File: src/hw/calc_pkg.sv
package calc_pkg;

    ////////////////////////////////////////////////////////////////////
    // Keypad codes, row * 4 + col
    ////////////////////////////////////////////////////////////////////
    typedef logic [3:0] key_code_t;

    localparam key_code_t KEY_1      = 4'h0;
    localparam key_code_t KEY_2      = 4'h1;
    localparam key_code_t KEY_3      = 4'h2;
    localparam key_code_t KEY_ADD    = 4'h3;
    localparam key_code_t KEY_4      = 4'h4;
    localparam key_code_t KEY_5      = 4'h5;
    localparam key_code_t KEY_6      = 4'h6;
    localparam key_code_t KEY_SUB    = 4'h7;
    localparam key_code_t KEY_7      = 4'h8;
    localparam key_code_t KEY_8      = 4'h9;
    localparam key_code_t KEY_9      = 4'ha;
    localparam key_code_t KEY_MUL    = 4'hb;
    localparam key_code_t KEY_CLEAR  = 4'hc;
    localparam key_code_t KEY_0      = 4'hd;
    localparam key_code_t KEY_EQUALS = 4'he;
    localparam key_code_t KEY_DIV    = 4'hf;

    typedef enum logic [4:0] {
        SCAN_0   = 5'b00001,
        SCAN_1   = 5'b00010,
        SCAN_2   = 5'b00100,
        SCAN_3   = 5'b01000,
        KEY_HELD = 5'b10000
    } scan_state_t;

    typedef enum logic [2:0] {OP_NONE, OP_ADD, OP_SUB, OP_MUL, OP_DIV} calc_op_t;

    localparam int OPERAND_W        = 32;
    localparam int RESULT_W         = 54;
    localparam int BCD_DIGITS       = 16;
    localparam int SCAN_TICK_CYCLES = 32768;   // Clocks per column step

endpackage
File: src/hw/keypad_scanner.sv
module keypad_scanner
    import calc_pkg::*;
#(
    parameter int SCAN_TICK_CYCLES = calc_pkg::SCAN_TICK_CYCLES
) (
    input  logic       clk,
    input  logic       reset_p,
    input  logic [3:0] row,
    output logic [3:0] col,
    output key_code_t  key_value,
    output logic       key_valid
);

    localparam int TICK_W = (SCAN_TICK_CYCLES > 1) ? $clog2(SCAN_TICK_CYCLES) : 1;

    logic [TICK_W-1:0] tick_cnt;
    logic              tick;
    scan_state_t       state;

    // Index of the lowest set bit, row 0 wins on multi-press
    function automatic logic [1:0] low_index(input logic [3:0] v);
        if (v[0])
            return 2'd0;
        else if (v[1])
            return 2'd1;
        else if (v[2])
            return 2'd2;
        else
            return 2'd3;
    endfunction

    function automatic scan_state_t next_scan(input scan_state_t s);
        case (s)
            SCAN_0:  return SCAN_1;
            SCAN_1:  return SCAN_2;
            SCAN_2:  return SCAN_3;
            default: return SCAN_0;
        endcase
    endfunction

    ////////////////////////////////////////////////////////////////////
    // Scan tick divider
    ////////////////////////////////////////////////////////////////////
    assign tick = (tick_cnt == TICK_W'(SCAN_TICK_CYCLES - 1));

    always_ff @(posedge clk or posedge reset_p) begin
        if (reset_p)
            tick_cnt <= '0;
        else if (tick)
            tick_cnt <= '0;
        else
            tick_cnt <= tick_cnt + 1'b1;
    end

    ////////////////////////////////////////////////////////////////////
    // Column scan FSM
    ////////////////////////////////////////////////////////////////////
    always_ff @(posedge clk or posedge reset_p) begin
        if (reset_p) begin
            state     <= SCAN_0;
            col       <= 4'b0001;
            key_value <= '0;
            key_valid <= 1'b0;
        end else if (tick) begin
            case (state)
                SCAN_0, SCAN_1, SCAN_2, SCAN_3: begin
                    if (row != 4'b0000) begin
                        state     <= KEY_HELD;   // col stays frozen
                        key_valid <= 1'b1;
                        key_value <= {low_index(row), low_index(col)};
                    end else begin
                        state <= next_scan(state);
                        col   <= {col[2:0], col[3]};
                    end
                end
                KEY_HELD: begin
                    if (row == 4'b0000) begin   // Released
                        state     <= SCAN_0;
                        col       <= 4'b0001;
                        key_valid <= 1'b0;
                    end
                end
                default: begin
                    state     <= SCAN_0;
                    col       <= 4'b0001;
                    key_valid <= 1'b0;
                end
            endcase
        end
    end

endmodule

File: config.mk
export PLATFORM = sky130hd
export DESIGN_NAME = keypad_scanner
export DESIGN_NICKNAME = d
export VERILOG_FILES = /design/src/hw/calc_pkg.sv /design/src/hw/keypad_scanner.sv
export SDC_FILE = /design/constraint.sdc
export NUM_CORES = 1
export LEC_CHECK = 0
export BUFFER_PORTS_ARGS = -buffer_cell sky130_fd_sc_hd__buf_2
export CAP_MARGIN = 20
export CORE_MARGIN = 2
export CORE_UTILIZATION = 57
export CTS_CLUSTER_SIZE = 24
export DETAILED_ROUTE_END_ITERATION = 16
export GPL_ROUTABILITY_DRIVEN = 0
export MAX_ROUTING_LAYER = met4
export PLACE_DENSITY = 0.84
export SLEW_MARGIN = 20
export SYNTH_ARGS = -nofsm -noshare
export SYNTH_HDL_FRONTEND = slang
export SYNTH_SLANG_ARGS = --single-unit
export TNS_END_PERCENT = 1
File: constraint.sdc
create_clock -name clk -period 2.8 [get_ports clk]
set_clock_uncertainty 0.05 [all_clocks]
set_input_delay 0.42 -clock clk [delete_from_list [all_inputs] [get_ports clk]]
set_output_delay 0.42 -clock clk [all_outputs]
set_load 0.03 [all_outputs]
==> flow_metrics.env <==
export IMPL_outcome="finished clean"
export IMPL_drtPass1Iterations=4
export IMPL_hpwlAfterDp_microns=1845
export IMPL_grt_overflow=0
export IMPL_synth_cells=134
export IMPL_synth_edf_count=0
export IMPL_synthDominantCellAreaShare=0.4804
export IMPL_syn_area_sq_um=1406
export IMPL_die_area_sq_um=2880
export IMPL_critPathMaxFanout=6
export IMPL_grt_pass1_vias=1004
export IMPL_clk_pin_slew_worst_paths_ns=0.10
export IMPL_area_growth_pct=12.81
export IMPL_clkLatencyLatePin_ns=0.32
export IMPL_synth_flop_cell="dfrtp_1"
export IMPL_max_freq_mhz=430.1
export IMPL_clkPwrFrac=0.395
export IMPL_period_share=0.8304
export IMPL_async_flop_share=1.000
export IMPL_power_density_nw_per_um2=462.6
export IMPL_setup_tns_ns=0
export IMPL_cts_setup_buffers=0
export IMPL_wl_per_cell_microns=14.35
export IMPL_clk_path_buf_depth=2
export IMPL_h_tree_depth=2
export IMPL_syn_nets=141
export IMPL_internal_power_w=0.0005724
export IMPL_cp_arrival_ns=2.48
export IMPL_numCtsBuffers=5
export IMPL_finalHoldViolCount=0
export IMPL_die_y_microns=53.67
export IMPL_postSynthAreaPerCell_sq_um=10.50
export IMPL_max_slew_worst_pin_slew_ns=0.7533
export IMPL_num_vias=1083
export IMPL_grt_antenna_before_repair=0
export IMPL_std_cell_rows=17
export IMPL_cts_tree="built"
export IMPL_combinationalPowerShare=0.032
export IMPL_synth_area_top_cells="dfrtp_1, xnor2_1, nor2_1"
export IMPL_drive_gt1_frac=0.1987
export IMPL_drv_slew=0
export IMPL_max_cap_violations=0
export IMPL_cp_end_kind="flip-flop"
export IMPL_core_sq_um=2276
export IMPL_portBuffers=14
export IMPL_nFillCells=171
export IMPL_initial_core_util=0.6179
export IMPL_synth_seq_cells=29
export IMPL_viasPerCell=5.886
export IMPL_p_seq_frac=0.574
export IMPL_nNetsFinal=162
export IMPL_hold_class="input pin to async pin"
export IMPL_diodes=0
export IMPL_swShare=0.2201
export IMPL_finalCriticalPeriod_ns=2.325
export IMPL_ant_nets=0
export IMPL_path_class="flip-flop to flip-flop"
export IMPL_vdd_ir_drop_max_uv=410.6
export IMPL_drc=0
export IMPL_grt_max_degree=30
export IMPL_rsz0062_at_grt="false"
export IMPL_cts_resized=0
export IMPL_grt_util_all_layers=0.2283
export IMPL_yosysTopAreaCell="dfrtp_1"
export IMPL_cts_hold_fix_buffers=0
export IMPL_ios=15
export IMPL_grt_pass1_wl_microns=4526
export IMPL_p_leak_nw=0.7120
export IMPL_slew_headroom=0.4932
export IMPL_setup_viol=0
export IMPL_cts_sinks=29
export IMPL_synth_most_common_cell="dfrtp_1"
export IMPL_hold_ws_ns=0.1050
export IMPL_cp_start_kind="flip-flop"
export IMPL_ys_types=32
export IMPL_yosysWarnings=0
export IMPL_die_x_microns=53.67
export IMPL_synth_seq_area_share=0.5178
export IMPL_wirelength_microns=2640
export IMPL_root_buffer="clkbuf_4"
export IMPL_synthTopCellsByCount="dfrtp_1, nor2_1, nand2_1"
export IMPL_cp_data_required_time_ns=2.95
export IMPL_net_switching_power_w=0.0001616
export IMPL_drt_iter0_markers=34
-- stage by stage --
| stage | utilization | total power [W] | cell area, sq um | worst slack [ns] | cells |
|---|---|---|---|---|---|
| 2_1_floorplan | - | 0.0004423 | 1406 | 0.7199 | 134 |
| 3_5_place_dp | 0.6663 | 0.0004529 | 1516 | 0.5163 | 176 |
| 3_3_place_gp | 0.6663 | 0.0004518 | 1516 | 0.5990 | 176 |
| 5_1_grt | 0.6971 | 0.0007644 | 1587 | 0.3602 | 184 |
| 4_1_cts | 0.6971 | 0.0007408 | 1587 | 0.4760 | 184 |
| 6_report | 0.6971 | 0.0007340 | 1587 | 0.4748 | 184 |
-- power groups by stage --
stage	Clock, W	Combinational (W)	Sequential [W]
global route	0.000317	0.0000264	0.000421
detailed placement	0	0.0000237	0.000429
floorplan	0	0.00000932	0.000433
CTS	0.000296	0.0000239	0.000421
global placement	0	0.0000226	0.000429
finish	0.000290	0.0000233	0.000421
-- cell families after synthesis --
kind of cell | after synthesis | share of synthesized area
simple gates | 63 | 0.2633
flops | 29 | 0.5178
compound gates | 15 | 0.06762
xor+xnor | 14 | 0.08719
buf+inv | 8 | 0.02313
mux | 4 | 0.03203
fa+ha+maj | 1 | 0.008895
-- per-layer routing --
layer,GRT usage,vias to the layer above,share of wire
met2,0.3435,21,0.50
met1,0.2917,534,0.47
met5,-,-,0
met4,0.05556,0,0.0045
met3,0.08611,2,0.033
li1,-,526,-
-- cell usage in the layout, fill, tap and decap left out, types with 3 or more instances in the layout --
| master | count |
|---|---|
| a21oi_1 | 4 |
| buf_2 | 14 |
| clkbuf_4 | 5 |
| dfrtp_1 | 27 |
| inv_1 | 6 |
| mux2_1 | 4 |
| nand2_1 | 12 |
| nand2b_1 | 3 |
| nand3_1 | 5 |
| nand4_1 | 9 |
| nor2_1 | 17 |
| nor4_1 | 4 |
| o21ai_0 | 4 |
| xnor2_1 | 8 |
| xor2_1 | 6 |
-- worst paths after layout --
| kind | from | depth (start not counted) | slack, ns | endpoint |
|---|---|---|---|---|
| worst max register to register | tick_cnt[0]$_DFF_PP0_ | 5 | 0.47 | key_value[1]$_DFFE_PP0P_ |
| worst min-delay path | reset_p | 3 | 0.10 | key_value[3]$_DFFE_PP0P_ |
| worst max-delay path | tick_cnt[0]$_DFF_PP0_ | 5 | 0.47 | key_value[1]$_DFFE_PP0P_ |
| min in group clk | row[1] | 3 | 0.41 | key_value[3]$_DFFE_PP0P_ |
| worst min register to register | key_value[2]$_DFFE_PP0P_ | 1 | 0.44 | key_value[2]$_DFFE_PP0P_ |
| max in group asynchronous | reset_p | 3 | 2.28 | col[0]$_DFFE_PP1P_ |
-- area by class of cell --
class	instances	area [sq um]	share of cell area
clock buffer	7	65.06	0.04101
clock inverter	1	5.005	0.003155
inverter	6	22.52	0.01420
multi-input combinational	97	645.6	0.4069
sequential	29	728.2	0.4590
tap	28	35.03	0.02208
timing repair buffer	16	85.08	0.05363
-- sequential cells by signal, indices dropped and copies added (netlist names) --
name       count
key_value      4
key_valid      1
tick_cnt      15
col            4
state          5
-- critical path: stages (launching register included) --
cell and delay [ns]:
dfrtp_1 0.43, ha_1 0.31, nand4_1 0.19, or4_1 0.59
nor4_4 0.29, mux2_1 0.36
Power figures use the tool's default switching activity.
