File: src/hw/calc_pkg.sv
package calc_pkg;

    ////////////////////////////////////////////////////////////////////
    // Keypad codes, row * 4 + col
    ////////////////////////////////////////////////////////////////////
    typedef logic [3:0] key_code_t;

    localparam key_code_t KEY_1      = 4'h0;
    localparam key_code_t KEY_2      = 4'h1;
    localparam key_code_t KEY_3      = 4'h2;
    localparam key_code_t KEY_ADD    = 4'h3;
    localparam key_code_t KEY_4      = 4'h4;
    localparam key_code_t KEY_5      = 4'h5;
    localparam key_code_t KEY_6      = 4'h6;
    localparam key_code_t KEY_SUB    = 4'h7;
    localparam key_code_t KEY_7      = 4'h8;
    localparam key_code_t KEY_8      = 4'h9;
    localparam key_code_t KEY_9      = 4'ha;
    localparam key_code_t KEY_MUL    = 4'hb;
    localparam key_code_t KEY_CLEAR  = 4'hc;
    localparam key_code_t KEY_0      = 4'hd;
    localparam key_code_t KEY_EQUALS = 4'he;
    localparam key_code_t KEY_DIV    = 4'hf;

    typedef enum logic [4:0] {
        SCAN_0   = 5'b00001,
        SCAN_1   = 5'b00010,
        SCAN_2   = 5'b00100,
        SCAN_3   = 5'b01000,
        KEY_HELD = 5'b10000
    } scan_state_t;

    typedef enum logic [2:0] {OP_NONE, OP_ADD, OP_SUB, OP_MUL, OP_DIV} calc_op_t;

    localparam int OPERAND_W        = 32;
    localparam int RESULT_W         = 54;
    localparam int BCD_DIGITS       = 16;
    localparam int SCAN_TICK_CYCLES = 32768;   // Clocks per column step

endpackage
File: src/hw/bcd_conv_if.sv
interface bcd_conv_if #(
    parameter int RESULT_W   = calc_pkg::RESULT_W,
    parameter int BCD_DIGITS = calc_pkg::BCD_DIGITS
);

    logic                    start;   // One-cycle pulse
    logic [RESULT_W-1:0]     bin;
    logic [4*BCD_DIGITS-1:0] bcd;     // Packed, digit 0 in low nibble
    logic                    done;    // One-cycle pulse

    modport calc_side (
        output start, bin,
        input  bcd, done
    );

    modport conv_side (
        input  start, bin,
        output bcd, done
    );

endinterface

File: src/hw/calc_core.sv
module calc_core
    import calc_pkg::*;
#(
    parameter int OPERAND_W = calc_pkg::OPERAND_W,
    parameter int RESULT_W  = calc_pkg::RESULT_W
) (
    input  logic                clk,
    input  logic                reset_p,
    input  key_code_t           key_value,
    input  logic                key_valid,
    output logic [RESULT_W-1:0] result,
    bcd_conv_if.calc_side       conv
);

    logic                 key_valid_d;
    logic                 key_press;
    logic                 second_stage;   // Entering operand b
    calc_op_t             op;
    calc_op_t             key_op;
    logic [3:0]           digit;
    logic                 is_digit;
    logic [OPERAND_W-1:0] operand_a;
    logic [OPERAND_W-1:0] operand_b;
    logic [OPERAND_W-1:0] cur_operand;
    logic [OPERAND_W-1:0] entered;
    logic [RESULT_W-1:0]  ext_a;
    logic [RESULT_W-1:0]  ext_b;
    logic [RESULT_W-1:0]  alu_out;

    // 4'hf marks a non-digit key
    function automatic logic [3:0] key_digit(input key_code_t k);
        case (k)
            KEY_0:   return 4'd0;
            KEY_1:   return 4'd1;
            KEY_2:   return 4'd2;
            KEY_3:   return 4'd3;
            KEY_4:   return 4'd4;
            KEY_5:   return 4'd5;
            KEY_6:   return 4'd6;
            KEY_7:   return 4'd7;
            KEY_8:   return 4'd8;
            KEY_9:   return 4'd9;
            default: return 4'hf;
        endcase
    endfunction

    function automatic calc_op_t key_operator(input key_code_t k);
        case (k)
            KEY_ADD: return OP_ADD;
            KEY_SUB: return OP_SUB;
            KEY_MUL: return OP_MUL;
            KEY_DIV: return OP_DIV;
            default: return OP_NONE;
        endcase
    endfunction

    ////////////////////////////////////////////////////////////////////
    // Key decode and operand entry
    ////////////////////////////////////////////////////////////////////
    assign key_press   = key_valid & ~key_valid_d;
    assign digit       = key_digit(key_value);
    assign is_digit    = (digit != 4'hf);
    assign key_op      = key_operator(key_value);
    assign cur_operand = second_stage ? operand_b : operand_a;
    assign entered     = cur_operand * OPERAND_W'(10) + OPERAND_W'(digit);   // Wraps

    assign ext_a = RESULT_W'(operand_a);
    assign ext_b = RESULT_W'(operand_b);

    always_comb begin
        case (op)
            OP_ADD:  alu_out = ext_a + ext_b;
            OP_SUB:  alu_out = ext_a - ext_b;
            OP_MUL:  alu_out = ext_a * ext_b;
            OP_DIV:  alu_out = (operand_b == '0) ? '0 : ext_a / ext_b;
            default: alu_out = '0;
        endcase
    end

    assign conv.bin = result;

    always_ff @(posedge clk or posedge reset_p) begin
        if (reset_p) begin
            key_valid_d  <= 1'b0;
            second_stage <= 1'b0;
            op           <= OP_NONE;
            operand_a    <= '0;
            operand_b    <= '0;
            result       <= '0;
            conv.start   <= 1'b0;
        end else begin
            key_valid_d <= key_valid;
            conv.start  <= 1'b0;
            if (key_press) begin
                if (is_digit) begin
                    if (second_stage)
                        operand_b <= entered;
                    else
                        operand_a <= entered;
                end else if (key_value == KEY_CLEAR) begin
                    if (second_stage)
                        operand_b <= '0;
                    else
                        operand_a <= '0;
                end else if (key_op != OP_NONE) begin
                    if (!second_stage) begin   // Extra operator ignored
                        op           <= key_op;
                        second_stage <= 1'b1;
                    end
                end else if (key_value == KEY_EQUALS && second_stage) begin
                    result       <= alu_out;
                    conv.start   <= 1'b1;
                    operand_a    <= '0;
                    operand_b    <= '0;
                    op           <= OP_NONE;
                    second_stage <= 1'b0;
                end
            end
        end
    end

endmodule

File: src/flat_wrapper.sv
// flat-port wrapper written by rule: the top's interface ports become plain ports
module calc_core_flat import calc_pkg::*;
#(
    parameter int OPERAND_W = calc_pkg::OPERAND_W,
    parameter int RESULT_W  = calc_pkg::RESULT_W
)
  (clk, reset_p, key_value, key_valid, result, conv_start, conv_bin, conv_bcd, conv_done);
  bcd_conv_if #(.RESULT_W(RESULT_W)) conv_i ();
  input  logic clk;
  input  logic reset_p;
  input  key_code_t key_value;
  input  logic key_valid;
  output logic [RESULT_W-1:0] result;
  output wire logic [$bits(conv_i.start)-1:0] conv_start;
  output wire logic [$bits(conv_i.bin)-1:0] conv_bin;
  input wire logic [$bits(conv_i.bcd)-1:0] conv_bcd;
  input wire logic [$bits(conv_i.done)-1:0] conv_done;
  assign conv_start = conv_i.start;
  assign conv_bin = conv_i.bin;
  assign conv_i.bcd = conv_bcd;
  assign conv_i.done = conv_done;
  calc_core #(.OPERAND_W(OPERAND_W), .RESULT_W(RESULT_W)) u_core (.clk(clk), .reset_p(reset_p), .key_value(key_value), .key_valid(key_valid), .result(result), .conv(conv_i));
endmodule
File: config.mk
export PLATFORM = sky130hd
export DESIGN_NAME = calc_core_flat
export DESIGN_NICKNAME = d
export VERILOG_FILES = /design/src/hw/calc_pkg.sv /design/src/hw/bcd_conv_if.sv /design/src/hw/calc_core.sv /design/src/flat_wrapper.sv
export SDC_FILE = /design/constraint.sdc
export NUM_CORES = 2
export LEC_CHECK = 0
export CORE_UTILIZATION = 49
export CTS_CLUSTER_SIZE = 14
export DETAILED_ROUTE_END_ITERATION = 10
export DONT_BUFFER_PORTS = 1
export PLACE_DENSITY = 0.62
export SLEW_MARGIN = 20
export SYNTH_ARGS = -nofsm -noshare
export SYNTH_HDL_FRONTEND = slang
export SYNTH_SLANG_ARGS = --single-unit
File: constraint.sdc
create_clock -name clk -period 238.5 [get_ports clk]
set_input_delay 35.775 -clock clk [delete_from_list [all_inputs] [get_ports clk]]
set_output_delay 35.775 -clock clk [all_outputs]
set_load 0.02 [all_outputs]
==> summary.md <==
| Metric | Value |
|---|---|
| Worst slew margin | `0.191` |
| Setup TNS | `0 ns` |
| Worst-path clk slew | `0.08 ns` |
| Area grow syn2layout | `3.66%` |
| # setup viols final | `0` |
| Drt via density | `6.10` |
| Capturing point of the worst reg2reg path | `u_core.conv.bin[0]` |
| Worst setup EP type | `flop` |
| FF-to-FF setup slack | `13.62 ns` |
| Final Slew Violations | `0` |
| RSZ-0062 raised after global routing | `no` |
| Final Hold Vio Count | `0` |
| Slowest-stage cell, CP | `a221oi_1` |
| Gr usage total | `0.322` |
| Synth warn | `0` |
| Top_reg_cell synth | `dfrtp_1` |
| Via count | `106k` |
| Initial DRC count | `7,925` |
| Synth area leader | `ha_1` |
| Cells after synthesis | `14.7k` |
| Hold Crit Depth | `2` |
| Cells on worst reg2reg path | `909` |
| Largest net degree at the start of global routing | `66` |
| MaxCap Viol Count | `0` |
| Die H | `473 µm` |
| Asr flop ratio synth | `1.00` |
| RD Place Congestion | `0.959` |
| Total Wirelength | `365 mm` |
| Cells after DPL | `17.3k` |
| Core area | `220,000 µm²` |
| IO buf count | `0` |
| Status | `finished clean` |
| CP required | `238.80 ns` |
| Syn Area/Cell | `7.39 µm²` |
| Antenna violations before repair | `11` |
| Worst hold endpoint | `u_core.operand_a[30]` |
| Netlist cell types | `134` |
| Layout Nets | `16.9k` |
| Synth top area cells | `ha_1 (18%), fa_1 (16%), nand2_1 (6.3%)` |
| Hold Buf Count CTS | `0` |
| Final period util | `0.943` |
| I/O pin total | `181` |
| #FFs+latches synth | `124` |
| Antenna Nets Post-Route | `0` |
| Number of global-route vias before repair | `101k` |
| CTS H-tree depth | `4` |
| DP HPWL | `292 mm` |
| DRT Pass-1 Iters | `6` |
| CTS Buf Count | `17` |
| Crit-path max cell delay | `0.85 ns` |
| Crit-path most repeated cell | `o21a_1` |
| Setup CP Type | `reg2reg` |
| Root Driver | `clkbuf_16` |
| Die X-Extent | `473 µm` |
| Sink Count | `124` |
| Seq/Total Area, Yosys | `0.0285` |
| Worst-path fanout max | `65` |
| DIE AREA | `224,000 µm²` |
| Clock latency on the worst-skew pair | `0.53 ns` |
| F_max | `4.45 MHz` |
| Starting Density | `0.494` |
| Worst-case clock buffer depth | `2` |
| Clock skew | `0.0243 ns` |
| Share of cells above drive strength 1 | `0.0708` |
| Total global routing overflow | `0` |
| Fin util | `0.512` |
| First-pass GRT wire length | `571 mm` |
| Per-cell routed wire length | `21.0 µm` |
| CP arrival | `225.18 ns` |
| HP Start | `u_core.operand_a[30]` |
| Share of the synthesized area in the top cell type | `0.180` |
| Post-synth EDFFs | `0` |
| Rows | `172` |
| Worst Tran Pin Value | `1.20 ns` |
| Worst Hold Class | `reg2reg` |
| TritonCTS clock tree | `done` |
| CP startpoint kind | `flop` |
| Crit path time final | `224.88 ns` |
| Finished Layout Cells | `17.4k` |
| Crit Reg-Reg Startpoint | `u_core.operand_b[14]` |
| DRC violations left | `0` |
| Cell area after synthesis | `109,000 µm²` |
[worst max path at each step]
stage,startpoint,end,slack (ns),cells past startpoint
detailed placement,u_core.operand_b[31],u_core.conv.bin[0],16.34,901
global placement,u_core.operand_b[31],u_core.conv.bin[0],15.63,1170
global route,u_core.operand_b[13],u_core.conv.bin[0],0.07,879
floorplan,u_core.operand_b[1],u_core.conv.bin[0],35.48,1170
finish,u_core.operand_b[14],u_core.conv.bin[0],13.62,881
CTS,u_core.operand_b[31],u_core.conv.bin[0],14.97,881
[critical path: cells and delay by family, from the launching register on]
family,cells,cell delay [ns]
flip-flops,1,0.36
multiplexers,10,3.56
AO/OA/AOI/OAI,589,140.05
buffers and inverters,43,11.77
adder cells (fa/ha/maj),50,15.80
AND/OR/NAND/NOR,189,45.08
[layout make-up]
| class | count | area (µm²) |
|---|---|---|
| well taps | 2958 | 3700 |
| clock buffers | 18 | 429 |
| flip-flops and latches | 124 | 3120 |
| clock inverters | 14 | 135 |
| multi-input cells | 12700 | 98600 |
| fillers | 22100 | 107000 |
| repair buffers | 264 | 1990 |
| inverters | 1267 | 4770 |
| diodes | 4 | 10.0 |
[cells in the mapped netlist, drive strengths merged (29+ instances only)]
cell type / number
a21boi: 48
a2111oi: 30
o221ai: 49
o21a: 567
a31oi: 108
nand3: 213
clkbuf: 486
o22ai: 29
or4: 33
nor2b: 139
buf: 159
xor2: 276
a21o: 378
ha: 1562
nor2: 1327
and2: 271
nor3: 615
or3: 134
nand4: 113
nand2b: 115
o211ai: 92
xnor2: 502
inv: 1262
o31ai: 189
a211o: 34
a21oi: 927
mux2: 304
nand2: 1820
nor3b: 29
dfrtp: 124
a221o: 42
a31o: 35
and3: 98
o2111ai: 32
fa: 857
o21bai: 106
mux2i: 71
or2: 191
a211oi: 85
a221oi: 52
o21ai: 706
nor4: 78
[sequential cells by signal (all words and copies together), names as in the netlist]
register and flops:
u_core.conv.bin 54, u_core.conv.start 1, u_core.key_valid_d 1, u_core.op 3
u_core.operand_a 32, u_core.operand_b 32, u_core.second_stage 1
[metal layers]
layer,vias to the layer above,GRT usage,wire (µm),share of wire
met2,3326,0.519,161000,0.44
met5,-,0,66,0.00018
met4,10,0.128,16900,0.046
met3,640,0.0451,26800,0.073
met1,50700,0.431,161000,0.44
li1,51200,-,-,-
[repair_timing]
item,in CTS,in global routing
setup buffers,0,2
endpoints found under the setup margin,0,1
gates resized for setup,0,10
[logic make-up after synthesis]
logic type | count (synthesis) | synth area share
AOI/OAI and AO/OA | 3837 | 0.238
other | 1 | 0.0000345
and+or+nand+nor | 5271 | 0.227
xor gates and xnor gates | 778 | 0.0627
buffers and inverters | 1912 | 0.0682
DFF | 124 | 0.0285
muxes | 376 | 0.0383
adders and majority gates | 2421 | 0.338
[cells in the final DEF (no fill, tap or decap), types with 30 or more instances in the layout]
master     instances
a211o_1           34
a211oi_1          79
a21boi_0          41
a21o_1           378
a21oi_1          919
a221o_1           42
a221oi_1          52
a31o_2            34
a31oi_1          106
and2_1           269
and3_1            98
buf_4            259
dfrtp_1          114
fa_1             857
ha_1            1562
inv_1           1232
mux2_2           300
mux2i_1           69
nand2_1         1813
nand2b_1         115
nand3_1          207
nand4_1          113
nor2_1          1313
nor2b_1          139
nor3_1           602
nor4_1            66
o2111ai_1         30
o211ai_1          92
o21a_1           566
o21ai_0          664
o21ai_1           36
o21bai_1         106
o221ai_1          46
o31ai_1          184
or2_2            185
or3_1            133
or4_1             30
xnor2_1          501
xor2_1           276
[through the flow]
step | worst slack, ns | instance area (µm²) | hold WS (ns)
2_1_floorplan | 35.48 | 109000 | 0.608
3_3_place_gp | 15.63 | 112000 | 0.472
5_1_grt | 0.0684 | 113000 | 0.556
4_1_cts | 14.97 | 113000 | 0.495
3_5_place_dp | 16.34 | 112000 | 0.479
6_report | 13.62 | 113000 | 0.494
Power is not shown: default switching activity piles up to over one toggle a cycle in this logic, so the estimate is an artifact.
