**src/hw/calc_pkg.sv**
```systemverilog
package calc_pkg;

    ////////////////////////////////////////////////////////////////////
    // Keypad codes, row * 4 + col
    ////////////////////////////////////////////////////////////////////
    typedef logic [3:0] key_code_t;

    localparam key_code_t KEY_1      = 4'h0;
    localparam key_code_t KEY_2      = 4'h1;
    localparam key_code_t KEY_3      = 4'h2;
    localparam key_code_t KEY_ADD    = 4'h3;
    localparam key_code_t KEY_4      = 4'h4;
    localparam key_code_t KEY_5      = 4'h5;
    localparam key_code_t KEY_6      = 4'h6;
    localparam key_code_t KEY_SUB    = 4'h7;
    localparam key_code_t KEY_7      = 4'h8;
    localparam key_code_t KEY_8      = 4'h9;
    localparam key_code_t KEY_9      = 4'ha;
    localparam key_code_t KEY_MUL    = 4'hb;
    localparam key_code_t KEY_CLEAR  = 4'hc;
    localparam key_code_t KEY_0      = 4'hd;
    localparam key_code_t KEY_EQUALS = 4'he;
    localparam key_code_t KEY_DIV    = 4'hf;

    typedef enum logic [4:0] {
        SCAN_0   = 5'b00001,
        SCAN_1   = 5'b00010,
        SCAN_2   = 5'b00100,
        SCAN_3   = 5'b01000,
        KEY_HELD = 5'b10000
    } scan_state_t;

    typedef enum logic [2:0] {OP_NONE, OP_ADD, OP_SUB, OP_MUL, OP_DIV} calc_op_t;

    localparam int OPERAND_W        = 32;
    localparam int RESULT_W         = 54;
    localparam int BCD_DIGITS       = 16;
    localparam int SCAN_TICK_CYCLES = 32768;   // Clocks per column step

endpackage
```
**src/hw/bcd_conv_if.sv**
```systemverilog
interface bcd_conv_if #(
    parameter int RESULT_W   = calc_pkg::RESULT_W,
    parameter int BCD_DIGITS = calc_pkg::BCD_DIGITS
);

    logic                    start;   // One-cycle pulse
    logic [RESULT_W-1:0]     bin;
    logic [4*BCD_DIGITS-1:0] bcd;     // Packed, digit 0 in low nibble
    logic                    done;    // One-cycle pulse

    modport calc_side (
        output start, bin,
        input  bcd, done
    );

    modport conv_side (
        input  start, bin,
        output bcd, done
    );

endinterface

```
**src/hw/bin_to_bcd.sv**
```systemverilog
module bin_to_bcd
    import calc_pkg::*;
#(
    parameter int RESULT_W   = calc_pkg::RESULT_W,
    parameter int BCD_DIGITS = calc_pkg::BCD_DIGITS
) (
    input  logic          clk,
    input  logic          reset_p,
    bcd_conv_if.conv_side conv
);

    localparam int BCD_W = 4 * BCD_DIGITS;
    localparam int CNT_W = $clog2(RESULT_W + 1);

    logic             busy;
    logic [CNT_W-1:0] shift_cnt;
    logic [RESULT_W-1:0] bin_sr;
    logic [BCD_W-1:0] digits;
    logic [BCD_W-1:0] digits_adj;
    logic [BCD_W-1:0] digits_next;

    ////////////////////////////////////////////////////////////////////
    // Shift-and-add-3 datapath
    ////////////////////////////////////////////////////////////////////
    always_comb begin
        for (int i = 0; i < BCD_DIGITS; i++) begin
            if (digits[4*i +: 4] >= 4'd5)
                digits_adj[4*i +: 4] = digits[4*i +: 4] + 4'd3;
            else
                digits_adj[4*i +: 4] = digits[4*i +: 4];
        end
    end

    // Top digit overflow drops out, giving mod 10^BCD_DIGITS
    assign digits_next = {digits_adj[BCD_W-2:0], bin_sr[RESULT_W-1]};

    always_ff @(posedge clk) begin
        if (!busy && conv.start) begin
            bin_sr <= conv.bin;
            digits <= '0;
        end else if (busy) begin
            bin_sr <= bin_sr << 1;
            digits <= digits_next;
        end
    end

    ////////////////////////////////////////////////////////////////////
    // Control, done lands RESULT_W + 1 cycles after start
    ////////////////////////////////////////////////////////////////////
    always_ff @(posedge clk or posedge reset_p) begin
        if (reset_p) begin
            busy      <= 1'b0;
            shift_cnt <= '0;
            conv.done <= 1'b0;
            conv.bcd  <= '0;
        end else begin
            conv.done <= 1'b0;
            if (!busy) begin
                if (conv.start) begin   // Start while busy is ignored
                    busy      <= 1'b1;
                    shift_cnt <= '0;
                end
            end else begin
                shift_cnt <= shift_cnt + 1'b1;
                if (shift_cnt == CNT_W'(RESULT_W - 1)) begin   // Last shift
                    busy      <= 1'b0;
                    conv.bcd  <= digits_next;
                    conv.done <= 1'b1;
                end
            end
        end
    end

endmodule

```
**src/flat_wrapper.sv**
```systemverilog
// flat-port wrapper written by rule: the top's interface ports become plain ports
module bin_to_bcd_flat import calc_pkg::*;
#(
    parameter int RESULT_W   = calc_pkg::RESULT_W,
    parameter int BCD_DIGITS = calc_pkg::BCD_DIGITS
)
  (clk, reset_p, conv_start, conv_bin, conv_bcd, conv_done);
  bcd_conv_if #(.RESULT_W(RESULT_W), .BCD_DIGITS(BCD_DIGITS)) conv_i ();
  input  logic clk;
  input  logic reset_p;
  input wire logic [$bits(conv_i.start)-1:0] conv_start;
  input wire logic [$bits(conv_i.bin)-1:0] conv_bin;
  output wire logic [$bits(conv_i.bcd)-1:0] conv_bcd;
  output wire logic [$bits(conv_i.done)-1:0] conv_done;
  assign conv_i.start = conv_start;
  assign conv_i.bin = conv_bin;
  assign conv_bcd = conv_i.bcd;
  assign conv_done = conv_i.done;
  bin_to_bcd #(.RESULT_W(RESULT_W), .BCD_DIGITS(BCD_DIGITS)) u_core (.clk(clk), .reset_p(reset_p), .conv(conv_i));
endmodule
```
**config.mk**
```make
export PLATFORM = sky130hd
export DESIGN_NAME = bin_to_bcd_flat
export DESIGN_NICKNAME = d
export VERILOG_FILES = /design/src/hw/calc_pkg.sv /design/src/hw/bcd_conv_if.sv /design/src/hw/bin_to_bcd.sv /design/src/flat_wrapper.sv
export SDC_FILE = /design/constraint.sdc
export NUM_CORES = 1
export LEC_CHECK = 0
export BUFFER_PORTS_ARGS = -buffer_cell sky130_fd_sc_hd__buf_4
export CORE_MARGIN = 2
export CORE_UTILIZATION = 44
export DETAILED_ROUTE_END_ITERATION = 7
export PLACE_DENSITY = 0.75
export SYNTH_ARGS = -nofsm -noshare
export SYNTH_HDL_FRONTEND = slang
export SYNTH_SLANG_ARGS = --single-unit
```
**constraint.sdc**
```tcl
create_clock -name clk -period 2.15 [get_ports clk]
set_clock_uncertainty 0.05 [all_clocks]
set_input_delay 0.3225 -clock clk [delete_from_list [all_inputs] [get_ports clk]]
set_output_delay 0.3225 -clock clk [all_outputs]
set_load 0.1 [all_outputs]
```
==> results of run 1 <==
-- cell usage in the layout, fill, tap and decap left out, drive strengths merged --
| master | netlist | final |
|---|---|---|
| edfxtp | 54 | 54 |
| nand4 | 1 | 1 |
| nor2 | 4 | 4 |
| a21oi | 46 | 46 |
| and2 | 1 | 1 |
| inv | 36 | 41 |
| nor3b | 46 | 46 |
| clkinvlp | 0 | 3 |
| bufinv | 0 | 1 |
| mux2i | 59 | 59 |
| clkinv | 0 | 6 |
| buf | 29 | 129 |
| dfrtp | 72 | 72 |
| clkbuf | 12 | 17 |
| dfxtp | 64 | 64 |
| o21ai | 60 | 60 |
| xnor2 | 17 | 17 |
| dlygate4sd3 | 0 | 1 |
| a21o | 20 | 20 |
| xor2 | 1 | 1 |
| and4b | 1 | 1 |
| nand3 | 3 | 3 |
| mux2 | 20 | 20 |
| o31ai | 3 | 3 |
| a22o | 1 | 1 |
| nor3 | 4 | 4 |
| nand2b | 63 | 63 |
| nor2b | 1 | 1 |
| ha | 34 | 34 |
| nand2 | 211 | 211 |
| o211ai | 1 | 1 |
| a31oi | 1 | 1 |
-- stage by stage --
stage / setup slack, ns / area (um2) / hold WS (ns) / total power [W] / instances
after floorplan: 0.0805 / 8900 / 0.390 / 0.0135 / 865
after detailed placement: 0.328 / 10000 / 0.344 / 0.0154 / 1218
after global placement: 0.378 / 10000 / 0.338 / 0.0150 / 1218
after global routing: 0.245 / 10600 / 0.0785 / 0.0196 / 1251
final: 0.336 / 10600 / 0.0952 / 0.0184 / 1251
after CTS: 0.310 / 10600 / 0.0727 / 0.0186 / 1251
-- worst min-delay path, delay by kind of cell --
kind / cells / cell delay, ns
buf+inv: 1 / 0.07
simple gates: 2 / 0.08
-- layout make-up --
type | count | area share [%]
clock buffer | 17 | 4.00
clock inverter | 15 | 1.66
sequential | 190 | 44.3
tap | 265 | 3.12
multi-input combinational | 598 | 35.9
inverter | 36 | 1.39
timing repair buffer | 130 | 9.67
-- state kept, by name (all words and copies together) (netlist names) --
register and count:
u_core.shift_cnt 6, u_core.digits 64, u_core.bin_sr 54, u_core.conv.bcd 64
u_core.conv.done 1, u_core.busy 1
-- routing by layer --
metal / routed length (um) / global-route usage (%)
met3: 914 / 4.88
met5: 0 / 0
met2: 7920 / 26.2
met1: 7880 / 21.0
met4: 165 / 4.51
-- power by group through the flow --
stage	registers (W)	logic (W)	clock network, W
after global placement	0.00645	0.00859	0
after detailed placement	0.00651	0.00886	0
after floorplan	0.00925	0.00420	0
final	0.00646	0.00878	0.00320
after global routing	0.00665	0.00955	0.00345
after CTS	0.00645	0.00888	0.00330
-- cells in the mapped netlist (2+ instances only) --
cell and instances:
edfxtp_1 54, o21ai_1 42, nand3_1 2, dfxtp_1 64, nand2b_1 63, xnor2_1 17
a21o_1 20, inv_1 35, dfrtp_1 72, nor2_1 4, mux2_2 5, buf_4 4
clkbuf_1 12, buf_6 2, o31ai_1 3, nand2_1 211, nor3b_1 46, nor3_1 4
ha_1 34, mux2_4 15, buf_2 21, a21oi_1 46, o21ai_0 18, mux2i_1 59
-- cell families (layout without fill, tap and decap cells) --
kind of cell / count (synthesis) / count (layout)
buffers and inverters: 77 / 198
AOI/OAI and AO/OA: 132 / 132
DFF: 190 / 190
and+or+nand+nor: 335 / 335
adders and majority gates: 34 / 34
xor gates and xnor gates: 18 / 18
muxes: 79 / 79
-- final timing paths --
path                                  endpoint  cells after the start
setup / recovery           u_core.conv.bcd[58]                      6
hold / removal               u_core.bin_sr[14]                      3
setup reg to reg           u_core.conv.bcd[58]                      6
hold reg to reg               u_core.digits[0]                      2
max in group asynchronous          u_core.busy                      4
min in group asynchronous  u_core.conv.bcd[29]                      3
==> flow_summary.ini, run 1 <==
[worst_setup_path]
slowest_stage = dfrtp_1
cpPeakStageDelay_ns = 0.41
critPathTopFamily = flip-flops
r2r_start = u_core.shift_cnt[1]
criticalPathCategory = reg -> reg
crit_arrival_ns = 2.08
worstPathMaxFanout = 25
crit_chain = inv_1 -> ha_1 -> and4b_1 -> nand3_4 -> inv_6 -> mux2_2
crit_required_ns = 2.42
startpoint_type = flop
critPathLaunch = u_core.shift_cnt[1]
end_kind = flop
worst-r2r-setup-slack_ns = 0.34
worstPathBufferInverterCount = 2

[floorplanning]
design.die.area_um2 = 21300
coreArea_um2 = 19700
num_io_pins = 122
fp-row-count = 51
fp.dieH_um = 146
fp.dieW_um = 146
start_util_pct = 45.2

[pwr]
swShare_pct = 45.5
p_switching_w = 0.00838
power_frac_seq_pct = 35.0
internal_power_w = 0.0100
ir_worst_vdd_mv = 0.733
pwr_density_cell_nw_per_um2 = 1730
comb_power_share_pct = 47.6
power_leakage_nw = 5.19
p_clk_share_pct = 17.3

[yosys]
ys.warnings.count = 0
synth_top_family_by_area = simple AND/OR/NAND/NOR gates
synth.cell_area_um2 = 8890
synth-xor-area-share_pct = 1.77
synth_fa_ha_area_share_pct = 4.79
synth_seq_area_share_pct = 52.9
synthSimpleGateAreaFrac_pct = 18.3
synth_edf_count = 54
synth_top_area_share_pct = 20.3
synth-compound-area-share_pct = 8.17
netlist_instances = 865
synth_top_flop_cell = dfrtp_1
yosysTopAreaCell = dfrtp_1
async_reset_ff_share_pct = 37.9
synthTopCellsByArea = dfrtp_1 20%, edfxtp_1 18%, dfxtp_1 14%
ys_ff_latch = 190
avgSynthCellArea_um2 = 10.3
syn_nets = 956
muxShareOfSynthArea_pct = 9.81
yosysUniqueCellTypes = 36

[timing]
min_period_ns = 1.81
hold_viol = 0
setup_tns_ns = 0
worst_pin_slew_ns = 0.683
slew_violations = 0
relSlewSlack_pct = 54.5
fin_crit_sh_pct = 84.4
setup_viol = 0
max_freq_mhz = 551
rsz0062_at_grt = false

[clock_tree]
cts_tree = done
path_clk_slew_ns = 0.08
ctsLongestPathBuffers = 2
cts_resized = 0
cts_sinks = 190
postCtsSetupRepairBufs = 0
cts_max_level = 4
clock_latency_ns = 0.43
holdBufCountCts = 1
numCtsBuffers = 17
root_buffer = clkbuf_16

[job]
maxCapViolCount = 0

[final_layout]
final_nets = 1064
diodes = 0
fillCellCount = 1773
multi_input_area_um2 = 3820
area_delta_synth_final_pct = 19.7
drive_above_1_share_pct = 19.2
post-route-util_pct = 54.1
seq_area_um2 = 4710

[drt]
wire_per_inst_um = 13.5
wl_um = 16900
drt-vias-per-instance = 4.90
drc_errors = 0
drt.antenna.violating_nets = 0
dr_total_vias = 6128
first_pass_iters = 4
first_iter_violations = 313

[global_routing]
grt_max_degree = 86
grt_pass1_wl_um = 28300
grt_pass1_vias = 5934
grt-ovfl-total = 0
grt.total_usage_pct = 16.1
antenna_found_initial = 0

[placed_design]
dp_hpwl_um = 11000
gp_congestion = 0.772
io_buffer_count = 121

[hold_path]
min_path_type = in -> reg
worstHoldStart = conv_bin[14]

[outcome]
status = completed
Note: power is estimated with default switching activity, not from simulation.
==> inputs of run 2 (changes only) <==
- ABC_AREA: default -> 1
- clock period: 2.15 -> 1.55 ns (I/O delays scaled with it)
==> flow_summary.ini, run 2 <==
[final_layout]
final_cell_mix = 533 x nand2_1, 139 x buf_4, 101 x nand3_1
largestRegisters = u_core.conv.bcd x64, u_core.digits x64, u_core.bin_sr x54
post-route-util_pct = 58.3
final_common_cell = nand2_1
final_nets = 1367
area_delta_synth_final_pct = 29.0
diodes = 0
drive_above_1_share_pct = 18.6
fillCellCount = 1719
final_cell_area_um2 = 11500

[clock_tree]
path_clk_slew_ns = 0.07
root_buffer = clkbuf_16
ctsLongestPathBuffers = 2
numCtsBuffers = 17
clock_latency_ns = 0.44
cts_sinks = 190
cts_max_level = 4
cts_tree = done

[pwr]
internal_power_w = 0.0137
ir_worst_vdd_mv = 1.06
power_leakage_nw = 6.01
pwr_density_cell_nw_per_um2 = 2410
power_frac_seq_pct = 32.7
p_clk_share_pct = 15.6
p_switching_w = 0.0140
comb_power_share_pct = 51.6
swShare_pct = 50.4

[placed_design]
gp_congestion = 0.834
dp_hpwl_um = 13400
placed_cell_area_um2 = 10300
io_buffer_count = 121

[drt]
drt.antenna.violating_nets = 0
first_iter_violations = 530
drt-vias-per-instance = 5.07
drc_errors = 0
wire_per_inst_um = 14.1
dr_total_vias = 7876
wl_um = 21800
first_pass_iters = 5

[worst_setup_path]
criticalPathCategory = reg -> reg
crit_arrival_ns = 1.95
crit_required_ns = 1.88
reg2reg_depth = 8
end_kind = flop
startpoint_type = flop
worstPathMaxFanout = 5

[timing]
setup_ws_ns = -0.0752
slew_violations = 0
setup_viol = 56
fin_crit_sh_pct = 105
worst_pin_slew_ns = 0.420
min_period_ns = 1.63
hold_viol = 0
max_freq_mhz = 615
rsz0062_at_grt = true
relSlewSlack_pct = 72.0

[floorplanning]
fp-row-count = 51
coreArea_um2 = 19700
fp.dieW_um = 146
fp.dieH_um = 146
num_io_pins = 122
design.die.area_um2 = 21400
start_util_pct = 45.2

[yosys]
ys.warnings.count = 0
avgSynthCellArea_um2 = 7.93
synth_common_cells = 544 x nand2_1, 130 x nand3_1, 89 x inv_1, 72 x dfrtp_1, 64 x dfxtp_1
ys_ff_latch = 190
synth_top_area_share_pct = 23.0
netlist_instances = 1121
async_reset_ff_share_pct = 37.9
synth.cell_area_um2 = 8890
synthTopCellsByArea = nand2_1 23%, dfrtp_1 20%, edfxtp_1 18%
yosysUniqueCellTypes = 20
synth_top_flop_cell = dfrtp_1
yosysTopAreaCell = nand2_1
syn_nets = 1212
synth_seq_area_share_pct = 52.9
post-synth-top-count-cell = nand2_1
synth_edf_count = 54

[hold_path]
min_path_type = in -> reg
min_path_cells = 3

[global_routing]
grt_pass1_wl_um = 34200
antenna_found_initial = 0
grt-ovfl-total = 0
grt_pass1_vias = 7313
grt_max_degree = 73
grt.total_usage_pct = 19.4

[job]
maxCapViolCount = 0

[outcome]
violations = setup timing
status = finished with violations
==> run 2: cell types whose count changed after synthesis, sizes merged, moves of 17 or more <==
cell | before | now
a21o | 20 | 0
a21oi | 46 | 3
inv | 36 | 90
mux2 | 20 | 0
mux2i | 59 | 0
nand2 | 211 | 544
nand2b | 63 | 0
nand3 | 3 | 130
nand4 | 1 | 33
nor3b | 46 | 0
o21ai | 60 | 34
xnor2 | 17 | 0
==> run 2: layout make-up <==
cell class                 instances  area, um2  share of cell area [%]
sequential                       190       4710                    41.0
multi-input combinational        803       3930                    34.3
timing repair buffer             174       1580                    13.8
clock buffer                      17        425                    3.71
inverter                          90        342                    2.98
tap                              265        332                    2.89
clock inverter                    15        153                    1.33
==> run 2: path summary, 6_finish.rpt <==
check,to,slack [ns],startpoint
worst max-delay path,u_core.conv.bcd[2],-0.08,u_core.shift_cnt[1]
worst min-delay path,u_core.bin_sr[37],0.02,conv_bin[37]
worst max register to register,u_core.conv.bcd[2],-0.08,u_core.shift_cnt[1]
worst min register to register,u_core.digits[61],0.41,u_core.digits[61]
max in group asynchronous,u_core.busy,0.69,reset_p
min in group asynchronous,u_core.conv.bcd[51],0.39,reset_p
==> run 2: per-layer routing <==
metal	vias to the layer above	GRT usage, %	part of all wire (%)
met4	0	6.65	1.8
met5	-	0	0
met2	284	31.4	48
li1	3924	-	-
met1	3636	25.5	43
met3	32	5.03	7.2
==> run 2: cells by family (layout without fill, tap and decap cells) <==
logic type	after synthesis	after routing	synth area share (%)
AND/OR/NAND/NOR	713	713	32.9
buffers and inverters	128	296	5.76
AO/OA/AOI/OAI	56	56	3.66
flip-flops	190	190	52.9
adder cells (fa/ha/maj)	34	34	4.79
==> run 2: critical path, cell delays in order (launching register included) <==
cell and delay (ns):
dfrtp_1 0.41, inv_2 0.10, ha_4 0.15, nand2_4 0.06, nor3_4 0.29, clkbuf_16 0.22, buf_6 0.12, nand3_1 0.10
nand2_1 0.08
==> run 2: power by group through the flow <==
stage / Combinational (W) / Sequential [W] / Clock (W)
finish: 0.0143 / 0.00906 / 0.00433
global route: 0.0157 / 0.00933 / 0.00464
CTS: 0.0137 / 0.00901 / 0.00441
detailed placement: 0.0136 / 0.00909 / 0
global placement: 0.0134 / 0.00906 / 0
floorplan: 0.00586 / 0.0136 / 0
==> run 2: metrics by stage <==
stage	setup TNS, ns	hold WS, ns	std cells	total power (W)	setup WS (ns)
floorplan	0	0.361	1121	0.0195	0.150
global placement	0	0.331	1495	0.0224	0.0458
detailed placement	-0.0803	0.340	1495	0.0227	-0.0220
CTS	0	0.000285	1542	0.0272	0.0176
global route	-6.38	0.00326	1554	0.0296	-0.153
finish	-1.67	0.0169	1554	0.0277	-0.0752
==> run 2: timing repair <==
action | 4_1_cts | 5_1_grt
buffers inserted | 0 | 2
resized for setup | 1 | 65
endpoints found under the setup margin | 20 | 71
hold endpoints to repair | 86 | 1
pin swaps | 0 | 45
hold buffers | 15 | 1
cloned | 0 | 9
